$ cat src/hdl/silver_macros.svh
// widths and memory command codes shared by the silver core packages and RTL
`ifndef SILVER_MACROS_SVH
`define SILVER_MACROS_SVH

`define SILVER_WORD   32
`define SILVER_REGS   64
`define SILVER_RADDR  6
`define SILVER_OUT_W  10
`define SILVER_STRB   4

`define SILVER_CMD_W     3
`define SILVER_CMD_NONE  3'd0
`define SILVER_CMD_FETCH 3'd1
`define SILVER_CMD_READ  3'd2
`define SILVER_CMD_WRITE 3'd3

`endif

$ cat src/hdl/silver_isa_pkg.sv
// silver instruction encodings and decode helpers, used by the core and its testbench
`include "silver_macros.svh"

package silver_isa_pkg;

   typedef enum logic [5:0] {
      op_normal     = 6'd0,
      op_store      = 6'd2,
      op_store_byte = 6'd3,
      op_load       = 6'd4,
      op_load_byte  = 6'd5,
      op_out        = 6'd6,
      op_jump       = 6'd9,
      op_jz         = 6'd10,
      op_jnz        = 6'd11,
      op_load_const = 6'd13,
      op_load_upper = 6'd14,
      op_nop        = 6'd15
   } opc_t;

   typedef enum logic [3:0] {
      fadd, faddc, fsub, fcarry, fovf, finc, fdec, fmul,
      fmulhu, fand, fior, fxor, feq, fless, flower, fsnd
   } alu_func_t;

   typedef struct packed {
      logic                     w_imm;
      logic [`SILVER_RADDR-1:0] rw;
      logic                     is_const;
      logic                     a_imm;
      logic [`SILVER_RADDR-1:0] ra;
      logic                     b_imm;
      logic [`SILVER_RADDR-1:0] rb;
      logic [3:0]               func;
      logic [5:0]               opc;
   } reg_fmt_t;

   typedef struct packed {
      logic                     w_imm;
      logic [`SILVER_RADDR-1:0] rw;
      logic                     is_const;
      logic                     neg;
      logic [22:0]              value;
   } const_fmt_t;

   typedef union packed {
      reg_fmt_t   r;
      const_fmt_t c;
   } instr_t;

   function automatic opc_t decode_opc(instr_t i);
      if (i.r.is_const) begin
         if (i.c.w_imm)
            return op_load_const;
         return (!i.c.neg && i.c.value[22:9] == '0) ? op_load_upper : op_nop;
      end
      case (i.r.opc)
         6'd0, 6'd2, 6'd3, 6'd4, 6'd5, 6'd6, 6'd9:
            return i.r.w_imm ? op_nop : opc_t'(i.r.opc);
         6'd10, 6'd11:
            return opc_t'(i.r.opc);
         default:
            return op_nop;  // shift, in, accelerator, interrupt, undefined
      endcase
   endfunction

   function automatic logic uses_func(opc_t o);
      return o inside {op_normal, op_out, op_jump, op_jz, op_jnz};
   endfunction

   function automatic logic [`SILVER_WORD-1:0] sext_field(logic [`SILVER_RADDR-1:0] f);
      return {{(`SILVER_WORD - `SILVER_RADDR){f[`SILVER_RADDR-1]}}, f};
   endfunction

endpackage

$ cat src/hdl/silver_alu.sv
// 16-function ALU of the silver core, combinational result with registered carry and overflow
`include "silver_macros.svh"

module silver_alu (
   input  logic                      clk,
   input  logic                      rst,
   input  silver_isa_pkg::alu_func_t func,
   input  logic [`SILVER_WORD-1:0]   in1,
   input  logic [`SILVER_WORD-1:0]   in2,
   input  logic                      flag_update,
   output logic [`SILVER_WORD-1:0]   result
);
   localparam int W = `SILVER_WORD;

   logic         carry;
   logic         overflow;
   logic         carry_in;
   logic [W:0]   sum;
   logic [W-1:0] diff;
   logic [2*W-1:0] prod;

   assign carry_in = (func == silver_isa_pkg::faddc) && carry;
   assign sum  = {1'b0, in1} + {1'b0, in2} + {{W{1'b0}}, carry_in};
   assign diff = in1 - in2;
   assign prod = {{W{1'b0}}, in1} * {{W{1'b0}}, in2};

   always_comb begin
      case (func)
         silver_isa_pkg::fadd,
         silver_isa_pkg::faddc:  result = sum[W-1:0];
         silver_isa_pkg::fsub:   result = diff;
         silver_isa_pkg::fcarry: result = W'(carry);
         silver_isa_pkg::fovf:   result = W'(overflow);
         silver_isa_pkg::finc:   result = in1 + 1'b1;
         silver_isa_pkg::fdec:   result = in1 - 1'b1;
         silver_isa_pkg::fmul:   result = prod[W-1:0];
         silver_isa_pkg::fmulhu: result = prod[2*W-1:W];
         silver_isa_pkg::fand:   result = in1 & in2;
         silver_isa_pkg::fior:   result = in1 | in2;
         silver_isa_pkg::fxor:   result = in1 ^ in2;
         silver_isa_pkg::feq:    result = W'(in1 == in2);
         silver_isa_pkg::fless:  result = W'($signed(in1) < $signed(in2));
         silver_isa_pkg::flower: result = W'(in1 < in2);
         default:                result = in2;  // fsnd
      endcase
   end

   always_ff @(posedge clk) begin
      if (rst) begin
         carry    <= 1'b0;
         overflow <= 1'b0;
      end else if (flag_update) begin
         case (func)
            silver_isa_pkg::fadd: begin
               carry    <= sum[W];
               overflow <= (in1[W-1] == in2[W-1]) && (sum[W-1] != in1[W-1]);
            end
            silver_isa_pkg::faddc: carry <= sum[W];
            silver_isa_pkg::fsub:
               overflow <= (in1[W-1] != in2[W-1]) && (diff[W-1] != in1[W-1]);
            default: ;
         endcase
      end
   end
endmodule

$ cat config.mk
export PLATFORM = sky130hd
export DESIGN_NAME = silver_alu
export DESIGN_NICKNAME = d
export VERILOG_FILES = /design/src/hdl/silver_isa_pkg.sv /design/src/hdl/silver_alu.sv
export VERILOG_INCLUDE_DIRS = /design/src /design/src/hdl
export SDC_FILE = /design/constraint.sdc
export NUM_CORES = 2
export LEC_CHECK = 0
export ABC_AREA = 0
export BUFFER_PORTS_ARGS = -buffer_cell sky130_fd_sc_hd__buf_2
export CORE_MARGIN = 8
export CORE_UTILIZATION = 30
export DETAILED_ROUTE_END_ITERATION = 8
export PLACE_DENSITY = 0.48
export SLEW_MARGIN = 20
export SYNTH_ARGS = -nofsm -noshare
export SYNTH_HDL_FRONTEND = slang
export SYNTH_SLANG_ARGS = --single-unit
export TNS_END_PERCENT = 5
$ cat constraint.sdc
create_clock -name clk -period 13.6 [get_ports clk]
set_clock_uncertainty 0.2 [all_clocks]
set_input_delay 3.4 -clock clk [delete_from_list [all_inputs] [get_ports clk]]
set_output_delay 3.4 -clock clk [all_outputs]
set_load 0.02 [all_outputs]
# After elaboration in Yosys (flattened, before gate mapping)
# Cells that the tools add are included.
[word_totals]
register_bits = 2
input_bits = 71
out_inout_bits = 32
elab_cells = 42
[classes]
n_addsub = 5
multipliers = 1
order_cmp = 2
n_eq_ne = 19
mux = 2
bitwise_logic = 3
reduce_logical = 8
[ops]
columns = ["operator", "count"]
rows = [
  ["$pmux 32 s14", 1],
  ["$lt 32x32->1", 2],
  ["$mul 32x32->64", 1],
  ["$add 32x32->33", 1],
  ["$add 33x1->33", 1],
  ["$add 32x1->32 const B", 1],
  ["$and 32x32->32", 1],
  ["$eq 32x32->1", 1],
  ["$or 32x32->32", 1],
  ["$sub 32x1->32 const B", 1],
  ["$sub 32x32->32", 1],
  ["$xor 32x32->32", 1],
  ["$eq 4x4->1 const B", 7],
  ["$eq 4x3->1 const B", 4],
  ["$eq 4x2->1 const B", 2],
  ["$eq 4x1->1 const B", 1],
  ["$logic_not 4->1", 1],
  ["$reduce_and 2->1", 2],
  ["$logic_and 1x1->1", 3],
  ["$ne 1x1->1", 3],
  ["$pmux 1 s2", 1],
  ["$reduce_bool 2->1", 1],
  ["$reduce_or 2->1", 1],
  ["$eq 1x1->1", 1],
]

# Longest topological paths before layout
[depth]
word_depth = 6
mapped_depth = 30
ltp_nobuf = 27

# Worst setup path before layout
# No wires, ideal clock.
[synth_path]
path_type = "input-to-output"
startpoint = "input in2[9]"
endpoint = "output result[26]"
arrival_ps = 10804
required_time_ps = 10000
setup_slack_ps = -804
stages = 25
path_buffers = 2
cell_sequence = "clkbuf_1 clkinv_1 buf_1 nor2_1 fa_1 fa_1 inv_1 fa_1 fa_1 fa_1 inv_1 fa_1 fa_1 fa_1 ha_1 and3_1 and2_2 and3_4 a221o_1 a311oi_4 o41ai_4 nand3_1 nand3_1 a21o_1 a32oi_1"
[synth_via]
elab_chain_cells = 3
word_cells_on_any_way = 5
classes_between = "3 x add/sub; 1 x mul; 1 x mux"
[synth_lines]
columns = ["item", "line_no", "source"]
rows = [
  ["start: declaration", "silver_alu.sv:9", "input logic [`SILVER_WORD-1:0] in2,"],
  ["branches (longest 2 deep; another with $mul 32x32->64)", "-", ""],
  ["$pmux 32 s14 (*)", "silver_alu.sv:28", "case (func)"],
  ["end: declaration", "silver_alu.sv:11", "output logic [`SILVER_WORD-1:0] result"],
]
# Every way passes the cells marked *.

# Worst setup path after layout
[layout_path]
startpoint = "input in2[15]"
endpoint = "output result[26]"
# Same word-level chain as after synthesis.

==> qor.yml <==
finalCritPeriodShare: 1.08
portBuffers: 102
slowest_stage: "fa_1"
die_w_um: 379
status: "complete, but fails checks"
synth_area_um2: 39600
timing.final.ws_setup_ps: -1030
clock_path_buffers: 2
synth_nets: 6189
ios: 103
layout.nets: 6737
fmax_mhz: 68.3
cp.arrival_ps: 11030
route.detailed.drc: 0
final_max_slew_viol_count: 0
tns_ps: -25830
syn_inst: 4828
syn_to_final_growth_pct: 22.7
antenna_found_initial: 11
synth_commonest_cells: "945 x inv_1, 899 x fa_1, 704 x nor2_1"
root_buffer: "clkbuf_16"
postPlaceCellArea_um2: 47700
globalplace.congestion: 0.969
grt_pass1_vias: 39142
setup-violations-final: 32
htreeDepth: 1
numCtsBuffers: 3
synth_edf_count: 0
ant_nets: 0
die_area_um2: 144000
yosysSeqAreaShare: 0.00101
drt_iter0_markers: 3050
ys.flop_type: "dfxtp_1"
synth_cell_types: 101
rsz0062_at_grt: "true"
synth-seq-cells: 2
tightest_slew_ps: 1060
numClockSinks: 2
end_kind: "output port"
violations: "negative setup slack"
worstPathRequired_ps: 10000
cap_violations: 0
hpwl_mm: 160
via_per_inst: 5.18
relSlewSlack: 0.284
cp_common_cell: "fa_1"
yosys.area.top_type: "fa_1"
grt_max_degree: 36
period_needed_ps: 14630
dr.pass1.iters: 5
cts.clk_slew.worst_paths_ps: 30
slowest_delay_ps: 610
final_area_um2: 48600
hp-class: "flop to flop"
cp_max_fo: 10
async_flop_share: 0
grtUsageTotal: 0.255
yosys_warnings: 0
startpoint_type: "input pin"
postSynthAreaPerCell_um2: 8.20
placementRows: 133
synth_area_leaders: "fa_1 45%, ha_1 12%, inv_1 9.0%"
start_util: 0.301
wl_per_cell_um: 25.8
cts_hold_buf: 0
overflow: 0
coreArea_um2: 131000
cts_tree: "built"
finalWirelength_mm: 184
layout-drive-gt1-share: 0.195
critPathKind: "input pin to output port"
vias: 36952
die_height_um: 379
yosysMostFrequentCell: "inv_1"
synth_top_cell_area_share: 0.455
grt_first_pass_wirelength_mm: 270
place_ws_ps: -1400
worstSkewPairLatency_ps: 220
hold_viol_final: 0
[sequential cells by signal, summed over array words and instances (netlist names)]
name	count
carry	1
overflow	1
[worst max-delay path, delay by kind of cell]
| kind | cells | cell delay [ps] |
|---|---|---|
| fa+ha+maj | 9 | 4390 |
| compound gates | 6 | 1440 |
| buf+inv | 9 | 1250 |
| simple gates | 2 | 250 |
| xor+xnor | 1 | 250 |
[metal layers]
layer,vias to the layer above,GRT usage,part of all wire
met4,8,0.0989,0.053
met2,1442,0.415,0.45
met1,19024,0.342,0.42
li1,16171,-,-
met3,307,0.0362,0.072
met5,-,0,0.00028
[worst paths after layout]
path	startpoint	end	slack (ps)	depth (start not counted)
hold reg to reg	carry	carry	350	2
setup / recovery	in2[15]	result[26]	-1030	27
setup reg to reg	carry	carry	9120	14
hold / removal	carry	carry	350	2
[cell type report]
cell class                      count  area (µm²)
Clock buffer                        3        75.1
Inverter                          964        3720
Timing Repair Buffer              817        6870
Multi-Input combinational cell   3588       35700
Fill cell                       13779       82700
Tap cell                         1755        2200
Antenna cell                        3        7.51
Sequential cell                     2        40.0
[cell usage in the layout (no fill, tap or decap), types with 28 or more instances in the layout]
cell type  count
o21ai_0      107
buf_4        645
xnor2_1       50
nor3_1        28
buf_2         85
nand2_1      534
a21oi_1      170
buf_12        71
nand3_1       42
nand4_1       33
a21o_1        76
ha_1         373
inv_1        923
nor2_1       670
fa_1         884
[timing repair]
item | CTS | global route
setup endpoints to repair | 32 | 32
resized for setup | 110 | 75
buffers inserted | 1 | 6
cloned | 0 | 0
pin swaps | 17 | 20
[stage by stage]
step,instances,hold WS [ps],utilization
CTS,7123,351,0.367
finish,7132,348,0.370
global placement,7119,329,0.363
detailed placement,7119,349,0.363
global route,7131,375,0.370
floorplan,4828,292,-
[kinds of logic (layout without fill, tap and decap cells)]
family | count (synthesis) | in the layout | share of synthesized area
buffers and inverters | 1238 | 1784 | 0.120
adder cells (fa/ha/maj) | 1290 | 1290 | 0.578
AO/OA/AOI/OAI | 732 | 732 | 0.126
AND/OR/NAND/NOR | 1470 | 1470 | 0.154
multiplexers | 14 | 14 | 0.00354
other | 0 | 3 | 0
XOR/XNOR | 82 | 82 | 0.0181
flip-flops | 2 | 2 | 0.00101
Power is not shown: default switching activity piles up to over one toggle a cycle in this logic, so the estimate is an artifact.
