**src/hdl/silver_macros.svh**
```systemverilog
// widths and memory command codes shared by the silver core packages and RTL
`ifndef SILVER_MACROS_SVH
`define SILVER_MACROS_SVH

`define SILVER_WORD   32
`define SILVER_REGS   64
`define SILVER_RADDR  6
`define SILVER_OUT_W  10
`define SILVER_STRB   4

`define SILVER_CMD_W     3
`define SILVER_CMD_NONE  3'd0
`define SILVER_CMD_FETCH 3'd1
`define SILVER_CMD_READ  3'd2
`define SILVER_CMD_WRITE 3'd3

`endif

```
**src/hdl/silver_mem_pkg.sv**
```systemverilog
// memory bus command and load/store operation types, used by the core and its testbench
`include "silver_macros.svh"

package silver_mem_pkg;

   typedef enum logic [`SILVER_CMD_W-1:0] {
      cmd_none  = `SILVER_CMD_NONE,
      cmd_fetch = `SILVER_CMD_FETCH,
      cmd_read  = `SILVER_CMD_READ,
      cmd_write = `SILVER_CMD_WRITE
   } mem_cmd_t;

   typedef enum logic [1:0] {
      lsu_load_word,
      lsu_load_byte,
      lsu_store_word,
      lsu_store_byte
   } lsu_op_t;

endpackage

```
**src/hdl/mem_bus_if.sv**
```systemverilog
// one requester's memory traffic, between a requester and the bus arbiter
`include "silver_macros.svh"

interface mem_bus_if;
   silver_mem_pkg::mem_cmd_t command;
   logic [`SILVER_WORD-1:0]  addr;
   logic [`SILVER_WORD-1:0]  wdata;
   logic [`SILVER_STRB-1:0]  wstrb;
   logic                     ready;  // one cycle pulse, rdata valid with it
   logic [`SILVER_WORD-1:0]  rdata;

   modport requester (
      output command, addr, wdata, wstrb,
      input  ready, rdata
   );

   modport arbiter (
      input  command, addr, wdata, wstrb,
      output ready, rdata
   );
endinterface

```
**src/hdl/load_store_unit.sv**
```systemverilog
// issues word and byte loads and stores on the data bus and returns load results
`include "silver_macros.svh"

module load_store_unit (
   input  logic                    clk,
   input  logic                    rst,
   input  logic                    start,
   input  silver_mem_pkg::lsu_op_t op,
   input  logic [`SILVER_WORD-1:0] a_val,
   input  logic [`SILVER_WORD-1:0] b_val,
   output logic                    done,
   output logic [`SILVER_WORD-1:0] load_data,
   mem_bus_if.requester            bus
);
   localparam int W = `SILVER_WORD;

   logic       store;
   logic       store_byte;
   logic       pending;
   logic       byte_q;
   logic [1:0] lane_q;

   assign store      = op inside {silver_mem_pkg::lsu_store_word, silver_mem_pkg::lsu_store_byte};
   assign store_byte = op == silver_mem_pkg::lsu_store_byte;

   // request goes out in the start cycle
   assign bus.command = !start ? silver_mem_pkg::cmd_none :
                        store  ? silver_mem_pkg::cmd_write : silver_mem_pkg::cmd_read;
   assign bus.addr  = store ? b_val : a_val;
   assign bus.wdata = store_byte ? W'(a_val[7:0]) << {b_val[1:0], 3'b000} : a_val;
   assign bus.wstrb = store_byte ? `SILVER_STRB'(4'b0001 << b_val[1:0]) :
                      store      ? `SILVER_STRB'(4'b1111) : '0;

   assign done      = bus.ready;
   assign load_data = byte_q ? W'(bus.rdata[{lane_q, 3'b000} +: 8]) : bus.rdata;

   always_ff @(posedge clk) begin
      if (rst)
         pending <= 1'b0;
      else if (start)
         pending <= 1'b1;
      else if (bus.ready)
         pending <= 1'b0;
   end

   always_ff @(posedge clk) begin
      if (start) begin
         byte_q <= op == silver_mem_pkg::lsu_load_byte;
         lane_q <= a_val[1:0];  // byte lane of the load address
      end
   end

   // arbiter only returns ready to this unit for its own request
   assert property (@(posedge clk) disable iff (rst) bus.ready |-> pending);
endmodule

```
**src/flat_wrapper.sv**
```systemverilog
// flat-port wrapper written by rule: the top's interface ports become plain ports
module load_store_unit_flat 
  (clk, rst, start, op, a_val, b_val, done, load_data, bus_command, bus_addr, bus_wdata, bus_wstrb, bus_ready, bus_rdata);
  mem_bus_if bus_i ();
  input  logic clk;
  input  logic rst;
  input  logic start;
  input  silver_mem_pkg::lsu_op_t op;
  input  logic [`SILVER_WORD-1:0] a_val;
  input  logic [`SILVER_WORD-1:0] b_val;
  output logic done;
  output logic [`SILVER_WORD-1:0] load_data;
  output wire logic [$bits(bus_i.command)-1:0] bus_command;
  output wire logic [$bits(bus_i.addr)-1:0] bus_addr;
  output wire logic [$bits(bus_i.wdata)-1:0] bus_wdata;
  output wire logic [$bits(bus_i.wstrb)-1:0] bus_wstrb;
  input wire logic [$bits(bus_i.ready)-1:0] bus_ready;
  input wire logic [$bits(bus_i.rdata)-1:0] bus_rdata;
  assign bus_command = bus_i.command;
  assign bus_addr = bus_i.addr;
  assign bus_wdata = bus_i.wdata;
  assign bus_wstrb = bus_i.wstrb;
  assign bus_i.ready = bus_ready;
  assign bus_i.rdata = bus_rdata;
  load_store_unit u_core (.clk(clk), .rst(rst), .start(start), .op(op), .a_val(a_val), .b_val(b_val), .done(done), .load_data(load_data), .bus(bus_i));
endmodule
```
**config.mk**
```make
export PLATFORM = sky130hd
export DESIGN_NAME = load_store_unit_flat
export DESIGN_NICKNAME = d
export VERILOG_FILES = /design/src/hdl/silver_mem_pkg.sv /design/src/hdl/mem_bus_if.sv /design/src/hdl/load_store_unit.sv /design/src/flat_wrapper.sv
export VERILOG_INCLUDE_DIRS = /design/src /design/src/hdl
export SDC_FILE = /design/constraint.sdc
export NUM_CORES = 1
export LEC_CHECK = 0
export BUFFER_PORTS_ARGS = -buffer_cell sky130_fd_sc_hd__buf_2
export CAP_MARGIN = 20
export CORE_AREA = 2 2 80 82
export CTS_CLUSTER_DIAMETER = 120
export DETAILED_ROUTE_END_ITERATION = 10
export DIE_AREA = 0 0 82 84
export GPL_ROUTABILITY_DRIVEN = 0
export MAX_ROUTING_LAYER = met4
export PLACE_DENSITY = 0.7
export SYNTH_ARGS = -nofsm -noshare
export SYNTH_HDL_FRONTEND = slang
export SYNTH_SLANG_ARGS = --single-unit
```
**constraint.sdc**
```tcl
create_clock -name clk -period 1.7 [get_ports clk]
set_input_delay 0.51 -clock clk [delete_from_list [all_inputs] [get_ports clk]]
set_output_delay 0.51 -clock clk [all_outputs]
set_load 0.1 [all_outputs]
```
Yosys cells after proc, flatten, opt, wreduce, memory -nomap -nowiden
Index checks and enable logic that the tools add are counted.
{"block": "word_totals", "register_bits": 3, "latchBits": 0, "ram_bits": 0, "rom_bits": 0, "in_bits": 102, "out_inout_bits": 104, "wordCells": 16, "memories": 0}
{"block": "op_classes", "n_addsub": 0, "multipliers": 0, "div": 0, "magnitude_cmp": 0, "eq_ne": 3, "shifts": 3, "muxes": 7, "n_bitwise": 0, "n_reduce_logical": 1}
{"operator": "$mux W32", "count": 3}
{"operator": "$shiftx A32 B6 Y8", "count": 1}
{"operator": "$shl A8 B5 Y32", "count": 1}
{"operator": "$mux W4", "count": 2}
{"operator": "$eq A2 B2 Y1 const B", "count": 2}
{"operator": "$shl A1 B2 Y4 const A", "count": 1}
{"operator": "$mux W3", "count": 1}
{"operator": "$eq A2 B1 Y1 const B", "count": 1}
{"operator": "$reduce_bool A2 Y1", "count": 1}
{"operator": "$mux W1", "count": 1}

Logic depth before layout (Yosys ltp)
{"block": "logic_depth", "ltp_word": 4, "depth_mapped": 4, "mapped_depth_nobuf": 2}

Worst setup path before layout
OpenSTA, ideal clock, no wires.
{"block": "synth_path", "path_type": "input -> output", "from": "in op[1]", "to": "out bus_wstrb[1]", "arrival_ns": 3.058, "t_required_ns": 1.190, "slack_ns": -1.868, "cell_stages": 4, "path_cell_list": "buf_6 -> buf_8 -> buf_8 -> a21boi_0"}
{"block": "synth_between", "elab_chain_len": 4, "elab_cells_between_ends": 5, "classes_between": "eq/ne (2); mux (2); reduce/logical (1)"}
{"element": "start: declaration", "line": "flat_wrapper.sv:8", "source": "input silver_mem_pkg::lsu_op_t op;"}
{"element": "$eq A2 B2 Y1, on equally long branches", "line": "load_store_unit.sv:23, load_store_unit.sv:24"}
{"element": "$reduce_bool A2 Y1", "line": "load_store_unit.sv:23", "source": "assign store = op inside {silver_mem_pkg::lsu_store_word, silver_mem_pkg::lsu_store_byte};"}
{"element": "$mux W4", "line": "load_store_unit.sv:32", "source": "store ? `SILVER_STRB'(4'b1111) : '0;"}
{"element": "$mux W4 *", "line": "load_store_unit.sv:31", "source": "assign bus.wstrb = store_byte ? `SILVER_STRB'(4'b0001 << b_val[1:0]) :"}
{"element": "end: declaration", "line": "flat_wrapper.sv:16", "source": "output wire logic [$bits(bus_i.wstrb)-1:0] bus_wstrb;"}
Every way passes the cells marked *; elsewhere a longest branch is shown, timed or not.

Final worst setup path
{"block": "layout_path", "from": "reg u_core.byte_q", "to": "out load_data[7]"}
{"block": "layout_between", "elab_chain_len": 1}
{"element": "start: declaration", "line": "load_store_unit.sv:20", "source": "logic byte_q;"}
{"element": "start signal: assignment", "line": "load_store_unit.sv:48", "source": "byte_q <= op == silver_mem_pkg::lsu_load_byte;"}
{"element": "$mux W32", "line": "load_store_unit.sv:35", "source": "assign load_data = byte_q ? W'(bus.rdata[{lane_q, 3'b000} +: 8]) : bus.rdata;"}
{"element": "end: declaration", "line": "flat_wrapper.sv:12", "source": "output logic [`SILVER_WORD-1:0] load_data;"}
Every way passes these cells.

==> flow_summary.ini <==
[critical_path]
cpPeakStageDelay_ns = 0.47
startpoint_type = flip-flop
crit_chain = and2_4 -> buf_12 -> a221oi_4 -> buf_12
cp_top_family = flip-flops
crit_start = u_core.byte_q
slowest_stage = edfxtp_1
crit_type = flip-flop to output pin
critPathMostFrequentCell = buf_12
cp.depth = 4
critPathArrivalTime_ns = 1.58
required_ns = 1.19
endpoint = load_data[7]
cp_max_fo = 8
endpoint_kind = output pin
path_buf_inv = 2

[routing]
via_per_inst = 5.26
wl_mm = 11.3
drtIter0Drc = 28
first_pass_iters = 4
drt-wirelength-per-cell_um = 24.2
drc_errors = 0
vias = 2456
ant_nets = 0

[final_layout]
multiInputGateArea_um2 = 1920
final_nets = 493
final_common_cell = buf_12
drive_gt1_frac = 0.928
utilization = 0.880
n_fill_cell = 247
antenna_cells = 0
mostFrequentLayoutCells = buf_12 (115), buf_2 (95), mux2_4 (32), a22o_4 (24), nor2b_4 (24)
area_growth_pct = 259
ff_latch_area_um2 = 90.1
fin_cells = 467

[die]
die_h_um = 84
rows = 29
pin_count = 206
die_w_um = 82
die-area_um2 = 6890
coreArea_um2 = 6100
start_util = 0.245

[power]
powerDensity_nw_per_um2 = 664
p_leak_nw = 2.61
irDropWorstVdd_mv = 0.481
power_mw = 3.56

[clocking]
cts_tree = built
htreeDepth = 1
clkTransAtPathRegs_ns = 0.03
clockBufferDepth = 2
cts_buffers = 3
clkSinkCount = 3
holdBufCountCts = 0
cts-root-buf = clkbuf_8

[worst_hold_path]
hold_path_class = input pin to flip-flop

[placed_design]
dp_cells = 445
io_buffers = 201
place_ws_ns = -0.419
dpl.hpwl_mm = 7.79

[grt]
grt_pass1_wl_mm = 16.6
grt_pass1_vias = 2941
grt_max_degree = 12
track_usage = 0.335
grt-ovfl-total = 0
antenna_found_initial = 0

[yosys]
yosysWarningCount = 0
yosysSeqAreaShare = 0.0603
synth_nets = 263
synth_cell_type_count = 28
synth-main-ff-cell = edfxtp_1
synth-seq-cells = 3
synth_edf_count = 3
netlist_area_um2 = 1500
ys_async_sr_fraction = 0
syn_inst = 161
synth_area_per_cell_um2 = 9.29

[sta]
max_clock_freq_mhz = 479
layout_min_cycle_time_ns = 2.09
hold_violations = 0
setup_ws_ns = -0.386
slew_viol_final = 0
finalSetupViolCount = 101
min_period_over_period = 1.23
rsz0062_at_grt = true
whs_ns = 0.608

[flow_run]
cap_violations = 0

[run_status]
status = finished, violations left
failed_checks = negative setup slack
[report_power, final]
group | switching [mW] | leakage (nW) | internal (mW)
Sequential | 0.00742 | 0.0292 | 0.0890
Combinational | 1.98 | 2.56 | 1.29
Clock | 0.0433 | 0.0228 | 0.160
Total | 2.03 | 2.61 | 1.54
[final cells by class]
class                   count  share of cell area
well taps                  77              0.0180
clock buffers               4             0.00840
inverters                   8             0.00560
repair buffers            245               0.593
flip-flops and latches      3              0.0168
multi-input cells         130               0.358
[through the flow]
step	instance area [um2]	setup TNS [ns]
global route	5370	-21.40
detailed placement	4780	-20.69
CTS	5400	-19.61
global placement	4780	-19.09
finish	5370	-19.35
floorplan	2110	-13.65
[sequential cells by signal, summed over array words and instances (netlist names)]
signal         count
u_core.lane_q      2
u_core.byte_q      1
[what timing repair did]
| item | 4_1_cts | 5_1_grt |
|---|---|---|
| gates cloned | 7 | 0 |
| buffers inserted | 15 | 7 |
| pin swaps | 21 | 16 |
| endpoints found under the setup margin | 95 | 101 |
| gates resized for setup | 73 | 24 |
[kinds of logic (layout without fill, tap and decap cells)]
kind of cell	count (synthesis)	in the layout	share of synthesized area
simple gates	51	51	0.249
compound gates	38	38	0.250
flops	3	3	0.0603
buf+inv	28	257	0.134
other cells	1	1	0.00251
mux	40	40	0.305
[worst min path at each step]
stage | startpoint | to | slack (ns) | depth (start not counted)
4_1_cts | start | u_core.lane_q[0] | 0.61 | 1
2_1_floorplan | a_val[0] | u_core.lane_q[0] | 0.61 | 0
3_5_place_dp | start | u_core.lane_q[1] | 0.82 | 1
5_1_grt | start | u_core.byte_q | 0.62 | 1
6_report | start | u_core.lane_q[1] | 0.61 | 1
3_3_place_gp | start | u_core.byte_q | 0.81 | 1
[cell usage after synthesis, types with 2 or more instances]
cell type	instances	area [um2]
nor4bb_1	2	20.0
and4bb_2	2	25.0
mux2_4	4	60.1
mux2i_1	8	80.1
a221oi_2	8	120
and4bb_1	4	50.1
buf_8	2	30.0
nor2b_1	25	156
buf_6	6	67.6
clkbuf_1	2	7.51
nand2b_1	2	12.5
buf_2	3	15.0
mux2_2	28	315
a21boi_0	3	22.5
and4b_1	2	20.0
a22o_1	24	210
edfxtp_1	3	90.1
buf_4	6	45.0
inv_1	8	30.0
and2_1	11	68.8
[per-layer routing]
layer / up-vias / global-route usage / share of wire
met3: 37 / 0.0779 / 0.080
met1: 1185 / 0.310 / 0.32
li1: 1067 / - / -
met5: - / - / 0
met2: 167 / 0.628 / 0.55
met4: 0 / 0.150 / 0.046
No activity file was read; power rests on OpenSTA's default activity.
