<file path="src/hdl/silver_macros.svh">
// widths and memory command codes shared by the silver core packages and RTL
`ifndef SILVER_MACROS_SVH
`define SILVER_MACROS_SVH

`define SILVER_WORD   32
`define SILVER_REGS   64
`define SILVER_RADDR  6
`define SILVER_OUT_W  10
`define SILVER_STRB   4

`define SILVER_CMD_W     3
`define SILVER_CMD_NONE  3'd0
`define SILVER_CMD_FETCH 3'd1
`define SILVER_CMD_READ  3'd2
`define SILVER_CMD_WRITE 3'd3

`endif

</file>
<file path="src/hdl/silver_mem_pkg.sv">
// memory bus command and load/store operation types, used by the core and its testbench
`include "silver_macros.svh"

package silver_mem_pkg;

   typedef enum logic [`SILVER_CMD_W-1:0] {
      cmd_none  = `SILVER_CMD_NONE,
      cmd_fetch = `SILVER_CMD_FETCH,
      cmd_read  = `SILVER_CMD_READ,
      cmd_write = `SILVER_CMD_WRITE
   } mem_cmd_t;

   typedef enum logic [1:0] {
      lsu_load_word,
      lsu_load_byte,
      lsu_store_word,
      lsu_store_byte
   } lsu_op_t;

endpackage

</file>
<file path="src/hdl/mem_bus_if.sv">
// one requester's memory traffic, between a requester and the bus arbiter
`include "silver_macros.svh"

interface mem_bus_if;
   silver_mem_pkg::mem_cmd_t command;
   logic [`SILVER_WORD-1:0]  addr;
   logic [`SILVER_WORD-1:0]  wdata;
   logic [`SILVER_STRB-1:0]  wstrb;
   logic                     ready;  // one cycle pulse, rdata valid with it
   logic [`SILVER_WORD-1:0]  rdata;

   modport requester (
      output command, addr, wdata, wstrb,
      input  ready, rdata
   );

   modport arbiter (
      input  command, addr, wdata, wstrb,
      output ready, rdata
   );
endinterface

</file>
<file path="src/hdl/mem_arbiter.sv">
// joins the fetch and load/store requesters onto the external memory bus, data first
`include "silver_macros.svh"

module mem_arbiter (
   input  logic                      clk,
   input  logic                      rst,
   mem_bus_if.arbiter                fetch_bus,
   mem_bus_if.arbiter                data_bus,
   output silver_mem_pkg::mem_cmd_t  mem_command,
   output logic [`SILVER_WORD-1:0]   mem_addr,
   output logic [`SILVER_WORD-1:0]   mem_wdata,
   output logic [`SILVER_STRB-1:0]   mem_wstrb,
   input  logic                      mem_ready,
   input  logic [`SILVER_WORD-1:0]   mem_rdata
);
   logic grant_data;
   logic busy;
   logic owner_data;  // response belongs to the data requester

   assign grant_data  = data_bus.command != silver_mem_pkg::cmd_none;
   assign mem_command = grant_data ? data_bus.command : fetch_bus.command;
   assign mem_addr    = grant_data ? data_bus.addr    : fetch_bus.addr;
   assign mem_wdata   = grant_data ? data_bus.wdata   : fetch_bus.wdata;
   assign mem_wstrb   = grant_data ? data_bus.wstrb   : fetch_bus.wstrb;

   assign fetch_bus.ready = mem_ready && busy && !owner_data;
   assign data_bus.ready  = mem_ready && busy && owner_data;
   assign fetch_bus.rdata = mem_rdata;
   assign data_bus.rdata  = mem_rdata;

   always_ff @(posedge clk) begin
      if (rst) begin
         busy       <= 1'b0;
         owner_data <= 1'b0;
      end else if (mem_command != silver_mem_pkg::cmd_none) begin
         busy       <= 1'b1;
         owner_data <= grant_data;
      end else if (mem_ready) begin
         busy <= 1'b0;
      end
   end

   assert property (@(posedge clk) disable iff (rst)
      busy |-> mem_command == silver_mem_pkg::cmd_none);
endmodule

</file>
<file path="src/flat_wrapper.sv">
// flat-port wrapper written by rule: the top's interface ports become plain ports
module mem_arbiter_flat 
  (clk, rst, mem_command, mem_addr, mem_wdata, mem_wstrb, mem_ready, mem_rdata, fetch_bus_command, fetch_bus_addr, fetch_bus_wdata, fetch_bus_wstrb, fetch_bus_ready, fetch_bus_rdata, data_bus_command, data_bus_addr, data_bus_wdata, data_bus_wstrb, data_bus_ready, data_bus_rdata);
  mem_bus_if fetch_bus_i ();
  mem_bus_if data_bus_i ();
  input  logic clk;
  input  logic rst;
  output silver_mem_pkg::mem_cmd_t mem_command;
  output logic [`SILVER_WORD-1:0] mem_addr;
  output logic [`SILVER_WORD-1:0] mem_wdata;
  output logic [`SILVER_STRB-1:0] mem_wstrb;
  input  logic mem_ready;
  input  logic [`SILVER_WORD-1:0] mem_rdata;
  input wire logic [$bits(fetch_bus_i.command)-1:0] fetch_bus_command;
  input wire logic [$bits(fetch_bus_i.addr)-1:0] fetch_bus_addr;
  input wire logic [$bits(fetch_bus_i.wdata)-1:0] fetch_bus_wdata;
  input wire logic [$bits(fetch_bus_i.wstrb)-1:0] fetch_bus_wstrb;
  output wire logic [$bits(fetch_bus_i.ready)-1:0] fetch_bus_ready;
  output wire logic [$bits(fetch_bus_i.rdata)-1:0] fetch_bus_rdata;
  input wire logic [$bits(data_bus_i.command)-1:0] data_bus_command;
  input wire logic [$bits(data_bus_i.addr)-1:0] data_bus_addr;
  input wire logic [$bits(data_bus_i.wdata)-1:0] data_bus_wdata;
  input wire logic [$bits(data_bus_i.wstrb)-1:0] data_bus_wstrb;
  output wire logic [$bits(data_bus_i.ready)-1:0] data_bus_ready;
  output wire logic [$bits(data_bus_i.rdata)-1:0] data_bus_rdata;
  assign fetch_bus_i.command = fetch_bus_command;
  assign fetch_bus_i.addr = fetch_bus_addr;
  assign fetch_bus_i.wdata = fetch_bus_wdata;
  assign fetch_bus_i.wstrb = fetch_bus_wstrb;
  assign fetch_bus_ready = fetch_bus_i.ready;
  assign fetch_bus_rdata = fetch_bus_i.rdata;
  assign data_bus_i.command = data_bus_command;
  assign data_bus_i.addr = data_bus_addr;
  assign data_bus_i.wdata = data_bus_wdata;
  assign data_bus_i.wstrb = data_bus_wstrb;
  assign data_bus_ready = data_bus_i.ready;
  assign data_bus_rdata = data_bus_i.rdata;
  mem_arbiter u_core (.clk(clk), .rst(rst), .fetch_bus(fetch_bus_i), .data_bus(data_bus_i), .mem_command(mem_command), .mem_addr(mem_addr), .mem_wdata(mem_wdata), .mem_wstrb(mem_wstrb), .mem_ready(mem_ready), .mem_rdata(mem_rdata));
endmodule
</file>
<file path="config.mk">
export PLATFORM = sky130hd
export DESIGN_NAME = mem_arbiter_flat
export DESIGN_NICKNAME = d
export VERILOG_FILES = /design/src/hdl/silver_mem_pkg.sv /design/src/hdl/mem_bus_if.sv /design/src/hdl/mem_arbiter.sv /design/src/flat_wrapper.sv
export VERILOG_INCLUDE_DIRS = /design/src /design/src/hdl
export SDC_FILE = /design/constraint.sdc
export NUM_CORES = 1
export LEC_CHECK = 0
export CAP_MARGIN = 10
export CORE_AREA = 8 8 115 117
export CTS_BUF_LIST = sky130_fd_sc_hd__clkbuf_4 sky130_fd_sc_hd__clkbuf_8
export CTS_CLUSTER_DIAMETER = 200
export DETAILED_ROUTE_END_ITERATION = 10
export DIE_AREA = 0 0 123 125
export DONT_BUFFER_PORTS = 1
export PLACE_DENSITY_LB_ADDON = 0.2
export SETUP_SLACK_MARGIN = 0.2
export SYNTH_ARGS = -nofsm -noshare
export SYNTH_HDL_FRONTEND = slang
export SYNTH_SLANG_ARGS = --single-unit
</file>
<file path="constraint.sdc">
create_clock -name clk -period 1 [get_ports clk]
set_input_delay 0.1 -clock clk [delete_from_list [all_inputs] [get_ports clk]]
set_output_delay 0.1 -clock clk [all_outputs]
set_load 0.02 [all_outputs]
</file>
Word level (Yosys, flattened, before mapping)
Index checks and enable logic that the tools add are counted.

word-level totals
  memory bits (writable) = 0
  bits of input ports = 177
  output and inout port bits = 137
  register bits = 2
  latch bits = 0
  ROM bits = 0
  memories kept = 0
  word-level logic and storage cells = 15

cells by class
  order comparisons = 0
  divide/modulo/power cells = 0
  multiplexer cells = 6
  reductions and logical operators = 7
  shift-type cells = 0
  equal/unequal tests = 0
  add/sub/neg operators = 0
  $mul = 0
  bitwise operators = 0

operator list
  operator           count
  $mux 32            2
  $reduce_bool 3->1  2
  $mux 4             1
  $logic_and 1x1->1  3
  $mux 3             1
  $mux 1             2
  $reduce_bool 2->1  1
  $logic_not 1->1    1

Longest topological paths before layout
  depth after elaboration = 4
  depth in mapped cells = 3
  mapped depth without buffers = 2

Worst setup path after synthesis
OpenSTA, ideal clock, no wires.

  path kind = input-to-output
  start = in data_bus_command[1]
  end = out mem_addr[25]
  slack = -0.134 ns
  path buffers = 1
  required time = 0.900 ns
  arrival = 1.034 ns
  stages on the path = 3
  cells stage by stage = nor3_4 buf_4 mux2_1

on the way
  cells in the longest elaborated chain, start to end = 2

RTL lines
  item               RTL line            RTL
  start, declared    flat_wrapper.sv:20  input wire logic [$bits(data_bus_i.command)-1:0] data_bus_command;
  $reduce_bool 3->1  mem_arbiter.sv:20   assign grant_data = data_bus.command != silver_mem_pkg::cmd_none;
  $mux 32            mem_arbiter.sv:22   assign mem_addr = grant_data ? data_bus.addr : fetch_bus.addr;
  end, declared      flat_wrapper.sv:9   output logic [`SILVER_WORD-1:0] mem_addr;

Every way passes these cells.

Final worst setup path
  start = in data_bus_command[2]
  end = out mem_addr[20]

Same word-level chain as after synthesis.

==> results.cfg <==
[drt]
drtAntennaViolNets = 0
finalWirelength_um = 6570
via_per_inst = 3.74
drt_pass1_iterations = 3
drt-initial-drc-count = 11
wl_per_cell_um = 26.7
vias = 921
drc = 0

[sta]
setup_viol = 70
worst_slew_pin_slew_ns = 0.202
hold_viol_final = 0
drv_slew = 0
fmax_mhz = 882
rsz0062_at_grt = yes
clock_skew_ns = 0
finalWorstSetupSlack_ns = -0.134
slew_headroom_pct = 86.4
min_period_ns = 1.13
finalCritPeriodShare_pct = 113
finalSetupTns_ns = -7.53

[placed_design]
place_congestion = 0.659
place_hpwl_um = 5090
placed_area_um2 = 1140
dp_cells = 235
port_buffers = 0

[worst_setup_path]
slowest_delay_ns = 0.36
critPathCaptureType = primary output
critical_path_class = in -> out
slowest_stage = mux2_4
arrival_ns = 1.03
cp_max_fo = 16
worstPathRequired_ns = 0.90
start_kind = input pin
crit_chain = nor3_4 > buf_6 > buf_12 > mux2_4

[yosys]
synth_compound_area_share_pct = 2.37
ys_seq_elements = 2
ys_types = 14
ys_seq_area_share_pct = 2.80
synth_area_um2 = 1430
syn_nets = 331
synthCells = 154
ys_warn_count = 0
synthSimpleGateAreaFrac_pct = 3.86
synth_top_family_by_area = multiplexers
synthAdderAreaFrac_pct = 0
synthXorXnorAreaFrac_pct = 0
syn_avg_cell_area_um2 = 9.27
synth_mux_area_share_pct = 53.6

[cts]
cts-buffers-inserted = 3
clock_path_buffers = 2
clk_transition_reported_paths_ns = 0.03
tritoncts = done
htreeDepth = 1
clk_latency_ns = 0.21
clkSinkCount = 2
cts-root-buf = clkbuf_8

[power]
peakVddDrop_v = 0.000588
p_per_area_nw_per_um2 = 775
p_leak_nw = 0.668

[floorplan]
coreArea_um2 = 11600
die_w_um = 123
die_h_um = 125
die-area_um2 = 15400
rows = 40
start_util_pct = 12.3
boundaryPins = 314

[run_status]
violations = negative setup slack
status = finished, violations left

[layout]
diodes = 0
drive_gt1_share_pct = 93.9
finalInstanceArea_um2 = 1630
nNetsFinal = 278
areaGrowthSynthToFinish_pct = 13.9
final_common_cell = mux2_4
final_cells = 246
final_cell_mix = 68 x mux2_4, 3 x clkbuf_8, 3 x buf_6, 3 x buf_4

[grt]
groute.usage.overall_pct = 6.94
antenna_found_initial = 0
grt_max_degree = 21
grt_pass1_vias = 1123
grt_overflow = 0
grt_pass1_wl_um = 8180

[flow_run]
cap_violations = 0

[hold_path]
hold_class = in -> reg
==> synth_stat cells <==
cell / n / area share, %
nor3_4: 1 / 1.1
mux2_2: 62 / 49
nand2b_1: 1 / 0.44
a31oi_1: 1 / 0.44
a21oi_1: 1 / 0.35
nand2_1: 1 / 0.26
nor2_1: 2 / 0.53
mux2_1: 6 / 4.7
dfxtp_1: 2 / 2.8
a21o_1: 3 / 1.6
buf_4: 71 / 37
nor3_1: 1 / 0.35
or4b_2: 1 / 0.70
and3_1: 1 / 0.44
==> worst max-delay path, delay by kind of cell <==
family                 cells  cell delay [ns]
and+or+nand+nor            1             0.18
muxes                      1             0.36
buffers and inverters      2             0.37
==> path summary, 6_finish.rpt <==
path | startpoint | to | slack (ns) | cells past startpoint
setup / recovery | data_bus_command[2] | mem_addr[20] | -0.13 | 4
hold / removal | fetch_bus_command[2] | u_core.owner_data$_SDFFE_PP0P_ | 0.06 | 2
setup reg to reg | u_core.owner_data$_SDFFE_PP0P_ | u_core.owner_data$_SDFFE_PP0P_ | 0.04 | 2
hold reg to reg | u_core.busy$_SDFFE_PP0P_ | u_core.busy$_SDFFE_PP0P_ | 0.51 | 2
==> timing repair <==
item,in CTS,in global routing
setup buffers,2,1
hold endpoints to repair,2,0
setup endpoints to repair,73,74
pin swaps,3,1
hold buffers,1,0
resized for setup,72,17
cloned,2,2
==> cells by family (layout without fill, tap and decap cells) <==
kind of cell / Yosys count / in the layout
compound gates: 5 / 5
buf+inv: 71 / 16
flops: 2 / 2
mux: 68 / 68
simple gates: 8 / 8
==> metrics by stage <==
step / hold slack, ns / power (mW) / utilization [%] / setup slack [ns]
2_1_floorplan: 0.169 / 1.02 / - / -0.134
3_3_place_gp: 0.183 / 0.726 / 9.86 / -0.193
5_1_grt: 0.0672 / 1.31 / 14.0 / -0.180
3_5_place_dp: 0.172 / 0.722 / 9.86 / -0.203
4_1_cts: 0.0638 / 1.22 / 13.0 / -0.163
6_report: 0.0630 / 1.26 / 14.0 / -0.134
==> metal layers <==
| layer | track usage [%] | routed length (um) |
|---|---|---|
| met4 | 2.91 | 209 |
| met1 | 7.17 | 2260 |
| met5 | 0 | 0 |
| met3 | 2.84 | 906 |
| met2 | 12.0 | 3190 |
==> report_power, final <==
group / leakage, nW / total [mW] / internal, mW / switching [mW]
Combinational: 0.629 / 0.848 / 0.389 / 0.460
Sequential: 0.0169 / 0.0903 / 0.0867 / 0.00360
Clock: 0.0216 / 0.323 / 0.255 / 0.0676
==> cell type report <==
cell class | instances | area [um2]
Clock buffer | 3 | 41.3
Fill cell | 1299 | 9980
Multi-Input combinational cell | 81 | 1150
Sequential cell | 2 | 42.5
Tap cell | 147 | 184
Timing Repair Buffer | 13 | 211
==> sequential cells by signal, summed over array words and instances (netlist names) <==
signal,cells
u_core.busy,1
u_core.owner_data,1
No activity file was read; power rests on OpenSTA's default activity.
