### config.mk
export PLATFORM = sky130hd
export DESIGN_NAME = silver_sequencer_flat
export DESIGN_NICKNAME = d
export VERILOG_FILES = /design/src/hdl/silver_isa_pkg.sv /design/src/hdl/silver_mem_pkg.sv /design/src/hdl/mem_bus_if.sv /design/src/hdl/silver_sequencer.sv /design/src/flat_wrapper.sv
export VERILOG_INCLUDE_DIRS = /design/src /design/src/hdl
export SDC_FILE = /design/constraint.sdc
export NUM_CORES = 1
export LEC_CHECK = 0
export ABC_AREA = 1
export ABC_CLOCK_PERIOD_IN_PS = 5000
export CAP_MARGIN = 20
export CORE_ASPECT_RATIO = 1.5
export CORE_MARGIN = 8
export CORE_UTILIZATION = 30
export CTS_BUF_LIST = sky130_fd_sc_hd__clkbuf_16
export CTS_CLUSTER_DIAMETER = 100
export DETAILED_ROUTE_END_ITERATION = 6
export DONT_BUFFER_PORTS = 1
export PLACE_DENSITY = 0.48
export RECOVER_POWER = 25
export SETUP_SLACK_MARGIN = 0.1
export SLEW_MARGIN = 25
export SYNTH_ARGS = -nofsm -noshare
export SYNTH_HDL_FRONTEND = slang
export SYNTH_SLANG_ARGS = --single-unit
### constraint.sdc
create_clock -name clk -period 5 [get_ports clk]
set_input_delay 1 -clock clk [delete_from_list [all_inputs] [get_ports clk]]
set_output_delay 1 -clock clk [all_outputs]
set_load 0.005 [all_outputs]
### src/hdl/silver_macros.svh
// widths and memory command codes shared by the silver core packages and RTL
`ifndef SILVER_MACROS_SVH
`define SILVER_MACROS_SVH

`define SILVER_WORD   32
`define SILVER_REGS   64
`define SILVER_RADDR  6
`define SILVER_OUT_W  10
`define SILVER_STRB   4

`define SILVER_CMD_W     3
`define SILVER_CMD_NONE  3'd0
`define SILVER_CMD_FETCH 3'd1
`define SILVER_CMD_READ  3'd2
`define SILVER_CMD_WRITE 3'd3

`endif

### src/hdl/silver_isa_pkg.sv
// silver instruction encodings and decode helpers, used by the core and its testbench
`include "silver_macros.svh"

package silver_isa_pkg;

   typedef enum logic [5:0] {
      op_normal     = 6'd0,
      op_store      = 6'd2,
      op_store_byte = 6'd3,
      op_load       = 6'd4,
      op_load_byte  = 6'd5,
      op_out        = 6'd6,
      op_jump       = 6'd9,
      op_jz         = 6'd10,
      op_jnz        = 6'd11,
      op_load_const = 6'd13,
      op_load_upper = 6'd14,
      op_nop        = 6'd15
   } opc_t;

   typedef enum logic [3:0] {
      fadd, faddc, fsub, fcarry, fovf, finc, fdec, fmul,
      fmulhu, fand, fior, fxor, feq, fless, flower, fsnd
   } alu_func_t;

   typedef struct packed {
      logic                     w_imm;
      logic [`SILVER_RADDR-1:0] rw;
      logic                     is_const;
      logic                     a_imm;
      logic [`SILVER_RADDR-1:0] ra;
      logic                     b_imm;
      logic [`SILVER_RADDR-1:0] rb;
      logic [3:0]               func;
      logic [5:0]               opc;
   } reg_fmt_t;

   typedef struct packed {
      logic                     w_imm;
      logic [`SILVER_RADDR-1:0] rw;
      logic                     is_const;
      logic                     neg;
      logic [22:0]              value;
   } const_fmt_t;

   typedef union packed {
      reg_fmt_t   r;
      const_fmt_t c;
   } instr_t;

   function automatic opc_t decode_opc(instr_t i);
      if (i.r.is_const) begin
         if (i.c.w_imm)
            return op_load_const;
         return (!i.c.neg && i.c.value[22:9] == '0) ? op_load_upper : op_nop;
      end
      case (i.r.opc)
         6'd0, 6'd2, 6'd3, 6'd4, 6'd5, 6'd6, 6'd9:
            return i.r.w_imm ? op_nop : opc_t'(i.r.opc);
         6'd10, 6'd11:
            return opc_t'(i.r.opc);
         default:
            return op_nop;  // shift, in, accelerator, interrupt, undefined
      endcase
   endfunction

   function automatic logic uses_func(opc_t o);
      return o inside {op_normal, op_out, op_jump, op_jz, op_jnz};
   endfunction

   function automatic logic [`SILVER_WORD-1:0] sext_field(logic [`SILVER_RADDR-1:0] f);
      return {{(`SILVER_WORD - `SILVER_RADDR){f[`SILVER_RADDR-1]}}, f};
   endfunction

endpackage

### src/hdl/silver_mem_pkg.sv
// memory bus command and load/store operation types, used by the core and its testbench
`include "silver_macros.svh"

package silver_mem_pkg;

   typedef enum logic [`SILVER_CMD_W-1:0] {
      cmd_none  = `SILVER_CMD_NONE,
      cmd_fetch = `SILVER_CMD_FETCH,
      cmd_read  = `SILVER_CMD_READ,
      cmd_write = `SILVER_CMD_WRITE
   } mem_cmd_t;

   typedef enum logic [1:0] {
      lsu_load_word,
      lsu_load_byte,
      lsu_store_word,
      lsu_store_byte
   } lsu_op_t;

endpackage

### src/hdl/mem_bus_if.sv
// one requester's memory traffic, between a requester and the bus arbiter
`include "silver_macros.svh"

interface mem_bus_if;
   silver_mem_pkg::mem_cmd_t command;
   logic [`SILVER_WORD-1:0]  addr;
   logic [`SILVER_WORD-1:0]  wdata;
   logic [`SILVER_STRB-1:0]  wstrb;
   logic                     ready;  // one cycle pulse, rdata valid with it
   logic [`SILVER_WORD-1:0]  rdata;

   modport requester (
      output command, addr, wdata, wstrb,
      input  ready, rdata
   );

   modport arbiter (
      input  command, addr, wdata, wstrb,
      output ready, rdata
   );
endinterface

### src/hdl/silver_sequencer.sv
// multi-cycle control of the silver core: PC, instruction register, FSM and writeback
`include "silver_macros.svh"

module silver_sequencer (
   input  logic                      clk,
   input  logic                      rst,
   mem_bus_if.requester              fetch_bus,
   output silver_isa_pkg::instr_t    instr,
   input  logic [`SILVER_WORD-1:0]   a_val,
   input  logic [`SILVER_WORD-1:0]   b_val,
   input  logic [`SILVER_WORD-1:0]   w_val,
   output silver_isa_pkg::alu_func_t alu_func,
   output logic [`SILVER_WORD-1:0]   alu_in1,
   output logic [`SILVER_WORD-1:0]   alu_in2,
   output logic                      alu_flag_update,
   input  logic [`SILVER_WORD-1:0]   alu_result,
   output logic                      lsu_start,
   output silver_mem_pkg::lsu_op_t   lsu_op,
   input  logic                      lsu_done,
   input  logic [`SILVER_WORD-1:0]   load_data,
   output logic                      reg_we,
   output logic [`SILVER_WORD-1:0]   reg_wdata,
   output logic [`SILVER_OUT_W-1:0]  data_out
);
   localparam int W = `SILVER_WORD;

   typedef enum logic [2:0] {
      S_IDLE, S_FETCH, S_WAIT, S_EXEC, S_MEM, S_WB
   } state_t;

   state_t                 state;
   silver_isa_pkg::opc_t   opc;
   logic                   is_mem;
   logic [W-1:0]           pc;
   logic [W-1:0]           pc_plus4;
   logic [W-1:0]           pc_next;   // settled in execute
   logic [W-1:0]           res_q;     // alu result or load data
   logic [W-1:0]           const_val;

   assign opc      = silver_isa_pkg::decode_opc(instr);
   assign is_mem   = opc inside {silver_isa_pkg::op_load, silver_isa_pkg::op_load_byte,
                                 silver_isa_pkg::op_store, silver_isa_pkg::op_store_byte};
   assign pc_plus4 = pc + 3'd4;

   assign fetch_bus.command = (state == S_FETCH) ? silver_mem_pkg::cmd_fetch
                                                 : silver_mem_pkg::cmd_none;
   assign fetch_bus.addr  = pc;
   assign fetch_bus.wdata = '0;
   assign fetch_bus.wstrb = '0;

   assign alu_func = silver_isa_pkg::uses_func(opc) ? silver_isa_pkg::alu_func_t'(instr.r.func)
                                                    : silver_isa_pkg::fand;
   assign alu_in1  = (opc == silver_isa_pkg::op_jump) ? pc : a_val;
   assign alu_in2  = (opc == silver_isa_pkg::op_jump) ? a_val : b_val;
   assign alu_flag_update = state == S_EXEC;

   assign lsu_start = (state == S_EXEC) && is_mem;
   always_comb begin
      case (opc)
         silver_isa_pkg::op_load_byte:  lsu_op = silver_mem_pkg::lsu_load_byte;
         silver_isa_pkg::op_store:      lsu_op = silver_mem_pkg::lsu_store_word;
         silver_isa_pkg::op_store_byte: lsu_op = silver_mem_pkg::lsu_store_byte;
         default:                       lsu_op = silver_mem_pkg::lsu_load_word;
      endcase
   end

   assign const_val = {{(W - 23){1'b0}}, instr.c.value};
   assign reg_we = (state == S_WB) && (opc inside {
      silver_isa_pkg::op_normal, silver_isa_pkg::op_out, silver_isa_pkg::op_load,
      silver_isa_pkg::op_load_byte, silver_isa_pkg::op_jump,
      silver_isa_pkg::op_load_const, silver_isa_pkg::op_load_upper});

   always_comb begin
      case (opc)
         silver_isa_pkg::op_jump:       reg_wdata = pc_plus4;
         silver_isa_pkg::op_load_const: reg_wdata = instr.c.neg ? -const_val : const_val;
         silver_isa_pkg::op_load_upper: reg_wdata = {instr.c.value[8:0], w_val[22:0]};
         default:                       reg_wdata = res_q;
      endcase
   end

   always_ff @(posedge clk) begin
      if (rst) begin
         state    <= S_IDLE;
         pc       <= '0;
         data_out <= '0;
      end else begin
         case (state)
            S_IDLE:  state <= S_FETCH;
            S_FETCH: state <= S_WAIT;
            S_WAIT:  if (fetch_bus.ready) state <= S_EXEC;
            S_EXEC:  state <= is_mem ? S_MEM : S_WB;
            S_MEM:   if (lsu_done) state <= S_WB;
            S_WB: begin
               state <= S_FETCH;
               pc    <= pc_next;
               if (opc == silver_isa_pkg::op_out)
                  data_out <= res_q[`SILVER_OUT_W-1:0];
            end
            default: state <= S_IDLE;
         endcase
      end
   end

   always_ff @(posedge clk) begin
      if (state == S_WAIT && fetch_bus.ready)
         instr <= fetch_bus.rdata;
      if (state == S_EXEC) begin
         res_q <= alu_result;  // flags move at this edge, so keep the result
         if (opc == silver_isa_pkg::op_jump)
            pc_next <= alu_result;
         else if ((opc == silver_isa_pkg::op_jz && alu_result == '0) ||
                  (opc == silver_isa_pkg::op_jnz && alu_result != '0))
            pc_next <= pc + w_val;
         else
            pc_next <= pc_plus4;
      end
      if (state == S_MEM && lsu_done)
         res_q <= load_data;
   end

   assert property (@(posedge clk) disable iff (rst)
      state inside {S_IDLE, S_FETCH, S_WAIT, S_EXEC, S_MEM, S_WB});
endmodule

### src/flat_wrapper.sv
// flat-port wrapper written by rule: the top's interface ports become plain ports
module silver_sequencer_flat 
  (clk, rst, instr, a_val, b_val, w_val, alu_func, alu_in1, alu_in2, alu_flag_update, alu_result, lsu_start, lsu_op, lsu_done, load_data, reg_we, reg_wdata, data_out, fetch_bus_command, fetch_bus_addr, fetch_bus_wdata, fetch_bus_wstrb, fetch_bus_ready, fetch_bus_rdata);
  mem_bus_if fetch_bus_i ();
  input  logic clk;
  input  logic rst;
  output silver_isa_pkg::instr_t instr;
  input  logic [`SILVER_WORD-1:0] a_val;
  input  logic [`SILVER_WORD-1:0] b_val;
  input  logic [`SILVER_WORD-1:0] w_val;
  output silver_isa_pkg::alu_func_t alu_func;
  output logic [`SILVER_WORD-1:0] alu_in1;
  output logic [`SILVER_WORD-1:0] alu_in2;
  output logic alu_flag_update;
  input  logic [`SILVER_WORD-1:0] alu_result;
  output logic lsu_start;
  output silver_mem_pkg::lsu_op_t lsu_op;
  input  logic lsu_done;
  input  logic [`SILVER_WORD-1:0] load_data;
  output logic reg_we;
  output logic [`SILVER_WORD-1:0] reg_wdata;
  output logic [`SILVER_OUT_W-1:0] data_out;
  output wire logic [$bits(fetch_bus_i.command)-1:0] fetch_bus_command;
  output wire logic [$bits(fetch_bus_i.addr)-1:0] fetch_bus_addr;
  output wire logic [$bits(fetch_bus_i.wdata)-1:0] fetch_bus_wdata;
  output wire logic [$bits(fetch_bus_i.wstrb)-1:0] fetch_bus_wstrb;
  input wire logic [$bits(fetch_bus_i.ready)-1:0] fetch_bus_ready;
  input wire logic [$bits(fetch_bus_i.rdata)-1:0] fetch_bus_rdata;
  assign fetch_bus_command = fetch_bus_i.command;
  assign fetch_bus_addr = fetch_bus_i.addr;
  assign fetch_bus_wdata = fetch_bus_i.wdata;
  assign fetch_bus_wstrb = fetch_bus_i.wstrb;
  assign fetch_bus_i.ready = fetch_bus_ready;
  assign fetch_bus_i.rdata = fetch_bus_rdata;
  silver_sequencer u_core (.clk(clk), .rst(rst), .fetch_bus(fetch_bus_i), .instr(instr), .a_val(a_val), .b_val(b_val), .w_val(w_val), .alu_func(alu_func), .alu_in1(alu_in1), .alu_in2(alu_in2), .alu_flag_update(alu_flag_update), .alu_result(alu_result), .lsu_start(lsu_start), .lsu_op(lsu_op), .lsu_done(lsu_done), .load_data(load_data), .reg_we(reg_we), .reg_wdata(reg_wdata), .data_out(data_out));
endmodule
Word level (Yosys, flattened, before mapping)
Cells that the tools add are included.
{ "op_classes": {"n_reduce_logical": 24, "n_eq_ne": 25, "addsub": 3, "n_mux": 25} }
{ "op_table": {"columns": ["op", "count"], "rows": [
  ["$mux W32", 7],
  ["$pmux W32 S3", 1],
  ["$eq A6 B4 Y1 const B", 8],
  ["$eq A6 B3 Y1 const B", 6],
  ["$add A32 B3 Y32 const B", 1],
  ["$add A32 B32 Y32", 1],
  ["$logic_not A32 Y1", 1],
  ["$neg A23 Y32", 1],
  ["$reduce_bool A32 Y1", 1],
  ["$mux W6", 5],
  ["$eq A6 B2 Y1 const B", 4],
  ["$pmux W3 S5", 1],
  ["$logic_not A14 Y1", 1],
  ["$logic_not A6 Y1", 2],
  ["$pmux W6 S2", 1],
  ["$logic_and A1 B1 Y1", 7],
  ["$reduce_bool A7 Y1", 1],
  ["$reduce_or A7 Y1", 1],
  ["$eq A3 B2 Y1 const B", 2],
  ["$eq A3 B3 Y1 const B", 2],
  ["$mux W1", 6],
  ["$mux W3", 2],
  ["$pmux W2 S3", 1],
  ["$reduce_bool A5 Y1", 1],
  ["10 further kinds", 13]
]} }
{ "word_totals": {"in_bits": 196, "output_inout_bits": 218, "reg_bits": 141, "elab_cells": 83} }

Longest topological paths before layout
{ "depth": {"depth_word": 11, "depth_mapped": 18, "ltp_nobuf": 18} }

Least setup slack after synthesis
OpenSTA, ideal clock, no wires.
{ "synth_timing": {"path_kind": "reg-to-output", "start": "register u_core.state[2]", "end": "output port lsu_start", "t_arrival_ns": 2.315, "required_ns": 4.000, "path_stages_with_launch": 6, "path_buffers": 0, "path_slack_ns": 1.685, "cell_sequence": "dfxtp_1 inv_1 nand2_1 nor2_1 inv_1 nor2_1"} }
{ "synth_between": {"elab_chain_cells": 2} }
{ "synth_rtl": {"columns": ["item", "line_no", "source"], "rows": [
  ["start, declared", "silver_sequencer.sv:31", "state_t state;"],
  ["start signal, assigned", "silver_sequencer.sv:92", "S_EXEC: state <= is_mem ? S_MEM : S_WB;"],
  ["$eq A3 B2 Y1", null, null],
  ["named net alu_flag_update", "flat_wrapper.sv:14", "output logic alu_flag_update;"],
  ["$logic_and A1 B1 Y1", "silver_sequencer.sv:57", "assign lsu_start = (state == S_EXEC) && is_mem;"],
  ["end, declared", "flat_wrapper.sv:16", "output logic lsu_start;"]
]} }
The timed path passes the listed nets, and every way through them passes these cells.

Worst setup path in the final report
{ "layout_timing": {"start": "register u_core.instr[0] in the netlist's numbering", "end": "output port alu_in1[5]"} }
{ "layout_between": {"elab_chain_cells": 6, "elab_cells_between_ends": 16, "classes_between": "eq/ne: 9; mux: 4; reduce/logical: 3"} }
{ "layout_rtl": {"columns": ["item", "line_no", "source"], "rows": [
  ["start, declared", "silver_sequencer.sv:8", "output silver_isa_pkg::instr_t instr,"],
  ["start signal, assigned", "silver_sequencer.sv:107", "instr <= fetch_bus.rdata;"],
  ["$eq A6 B2 Y1 (tied with other cells)", "silver_isa_pkg.sv:57", "case (i.r.opc)"],
  ["$reduce_or A7 Y1 / $reduce_or A2 Y1 (equally long branches)", "silver_isa_pkg.sv:57", null],
  ["$pmux W6 S2 (*)", "silver_isa_pkg.sv:57", null],
  ["$mux W6 (*)", "silver_isa_pkg.sv:57", null],
  ["$eq A6 B4 Y1 (*)", "silver_sequencer.sv:53", "assign alu_in1 = (opc == silver_isa_pkg::op_jump) ? pc : a_val;"],
  ["$mux W32 (*)", "silver_sequencer.sv:53", null],
  ["end, declared", "flat_wrapper.sv:12", "output logic [`SILVER_WORD-1:0] alu_in1;"]
]} }
Every way passes the cells marked *; elsewhere a longest branch is shown, timed or not.

==> flow_metrics.py <==
metrics = {
    "synth": {
        "ys_ff_latch": 141,
        "synth_adder_area_share_pct": 4.169,
        "synth_edf_count": 96,
        "syn_inst": 1689,
        "syn-cell-area_um2": 11290,
        "syn_avg_cell_area_um2": 6.682,
        "yosys_warnings": 0,
        "seq_area_frac_synth_pct": 33.53,
        "yosys.area_share.simple_pct": 35.12,
        "synthMuxAreaShare_pct": 0.09978,
        "synthFlopType": "edfxtp_1",
        "synth_top_family_by_area": "simple AND/OR/NAND/NOR gates",
        "synth_compound_area_share_pct": 11.69,
        "synth_xor_area_share_pct": 3.725,
        "synth-async-reset-ratio_pct": 0,
        "ys_types": 45,
    },
    "global_routing": {
        "grt_use_total_pct": 22.64,
        "grt_max_degree": 191,
        "overflow": 0,
        "antenna_found_initial": 0,
        "grt_pass1_vias": 11233,
        "grt_first_pass_wirelength_um": 74360,
    },
    "timing": {
        "finalClockSkew_ns": 0.009662,
        "fmax_ghz": 0.2254,
        "finalCritPeriodShare_pct": 88.75,
        "slew_viol_final": 85,
        "tns_ns": 0,
        "rsz0062_at_grt": "no",
        "hold_viol_final": 0,
        "hold_ws_ns": 0.5187,
        "relSlewSlack_pct": -85.03,
        "finalSetupViolations": 0,
        "fin_crit_ns": 4.437,
        "worstMarginPinSlew_ns": 2.775,
    },
    "cts": {
        "cts_tree": "built",
        "numCtsBuffers": 17,
        "cts-root-buf": "clkbuf_16",
        "htreeDepth": 4,
        "clock_path_buffers": 2,
        "clock-sinks": 141,
        "post_cts_buffers": 0,
        "clk_pin_slew_worst_paths_ns": 0.06,
        "cts_resized": 0,
        "clk_latency_ns": 0.45,
        "postCtsHoldBufs": 0,
    },
    "floorplanning": {
        "num_rows": 87,
        "dieArea_um2": 44210,
        "die-width_um": 174.4,
        "ios": 414,
        "start_util_pct": 30.23,
        "die_h_um": 253.6,
        "core_area_um2": 37340,
    },
    "final_layout": {
        "drive_above_1_share_pct": 4.483,
        "num-nets-final": 1893,
        "num_antenna_cells": 0,
        "synthToLayoutAreaGrowth_pct": 7.971,
        "fillers": 4108,
        "final_cell_count_no_fill": 2162,
        "final_area_um2": 12190,
    },
    "power_and_ir_drop": {
        "ir_drop_v": 0.0002821,
        "power.leakage_nw": 5.419,
        "powerDensity_nw_per_um2": 248.7,
    },
    "setup_path": {
        "required_ns": 4.00,
        "path_max_fanout": 190,
        "crit_type": "reg2out",
        "rrSetupSlack_ns": 1.35,
        "r2r_cells": 5,
        "end_kind": "output pin",
        "crit_path_start_kind": "register",
        "critPathArrivalTime_ns": 3.44,
    },
    "run_status": {
        "violations": "DRC, capacitance limit, slew limit",
        "status": "complete, but fails checks",
    },
    "route": {
        "drc": 4,
        "drtIter0Drc": 758,
        "wl_per_cell_um": 24.10,
        "first_pass_iters": 7,
        "drt_wl_total_um": 52110,
        "avgViaCountPerCell": 5.204,
        "ant_nets": 0,
        "vias": 11252,
    },
    "placed_design": {
        "dp_hpwl_um": 42630,
        "placed_cells": 2130,
        "gp_congestion": 0.9124,
        "io_buffers": 0,
        "place_area_um2": 11620,
    },
    "min_path": {
        "hold-path-cell-count": 2,
        "hold_path_class": "reg2reg",
    },
    "job": {
        "cap_violations": 2,
    },
}
[state kept, by name, indices dropped and copies added, names as in the netlist]
signal and cells:
u_core.state 3, u_core.pc_next 32, u_core.data_out 10, u_core.instr 32, u_core.res_q 32, u_core.fetch_bus.addr 32
[synth_stat cells, types with 20 or more instances]
master / number / area share (%)
nand2_1: 493 / 16
nand3_1: 169 / 7.5
clkbuf_1: 30 / 1.0
buf_2: 22 / 0.98
edfxtp_1: 96 / 26
o21ai_0: 99 / 4.4
dfxtp_1: 45 / 8.0
nand4_1: 49 / 2.7
nor3_1: 20 / 0.89
buf_4: 48 / 3.2
inv_1: 179 / 6.0
nor2_1: 151 / 5.0
xor2_1: 32 / 2.5
ha_1: 36 / 4.0
a21oi_1: 104 / 4.6
[placed cells by master (no fill, tap or decap), drive strengths merged]
cell	count
clkinvlp	2
ha	36
nor4	3
and3	1
and2	1
buf	19
clkbuf	21
nor3b	2
xor2	32
a21oi	105
or2	14
edfxtp	96
clkinv	5
a21o	2
inv	190
nand4	49
conb	38
a22oi	2
nand2	498
xnor2	16
o2111ai	1
mux2	1
nor2	152
o21ai	115
nand3	172
dfxtp	45
a21boi	2
o31ai	1
a31oi	2
nor3	20
fa	1
o21bai	3
nand3b	11
o21a	1
o211ai	14
[per-stage QoR]
step	utilization (%)	total power, mW	worst slack [ns]
6_report	32.64	3.030	0.5626
3_5_place_dp	31.11	1.796	1.090
2_1_floorplan	-	1.667	1.685
5_1_grt	32.64	3.144	0.3780
4_1_cts	32.67	3.061	0.5939
3_3_place_gp	31.11	1.796	1.115
[metal layers]
| metal | share of wire [%] | wire, um | track usage, % |
|---|---|---|---|
| met1 | 35 | 18470 | 22.94 |
| met2 | 54 | 28100 | 43.21 |
| met3 | 7.4 | 3850 | 6.007 |
| met4 | 3.2 | 1678 | 8.988 |
| met5 | 0 | 0 | 0 |
[cells by family (layout without fill, tap and decap cells)]
logic type                 Yosys count  after routing
AOI/OAI and AO/OA                  248            248
DFF                                141            141
other                                1             38
xor gates and xnor gates            48             48
adders and majority gates           37             37
muxes                                1              1
and+or+nand+nor                    923            923
buffers and inverters              290            237
[layout make-up]
type                    instances  area [um2]  area share (%)
inverters                     185       696.9           5.719
clock inverters                12       78.83          0.6469
repair buffers                 20       158.9           1.304
well taps                     489       611.8           5.021
clock buffers                  20       500.5           4.107
multi-input cells            1295        6355           52.15
flip-flops and latches        141        3784           31.05
[critical path, cell delays in order, from the launching register on]
cell and delay, ns:
edfxtp_1 0.46, inv_1 0.19, ha_1 0.31, o31ai_2 0.26
nand2_2 0.13, nand2_2 0.07, nand2_2 0.09, nand2_2 0.09
nand2_4 0.09, nand3_4 0.13, buf_12 0.50, nand2_1 0.20
o21ai_0 0.29
[path summary, 6_finish.rpt]
kind / endpoint / startpoint
max: alu_in1[5] / u_core.instr[0]
min: u_core.fetch_bus.addr[29] / u_core.pc_next[29]
max reg2reg: u_core.res_q[19] / u_core.state[2]
min reg2reg: u_core.fetch_bus.addr[29] / u_core.pc_next[29]
[power breakdown]
part / leakage [nW] / total, mW / internal (mW) / switching, mW
registers: 1.24 / 1.36 / 1.31 / 0.0491
clock network: 0.285 / 1.26 / 0.721 / 0.539
logic: 3.90 / 0.410 / 0.116 / 0.295
total: 5.42 / 3.03 / 2.15 / 0.883
Note: power is estimated with default switching activity, not from simulation.
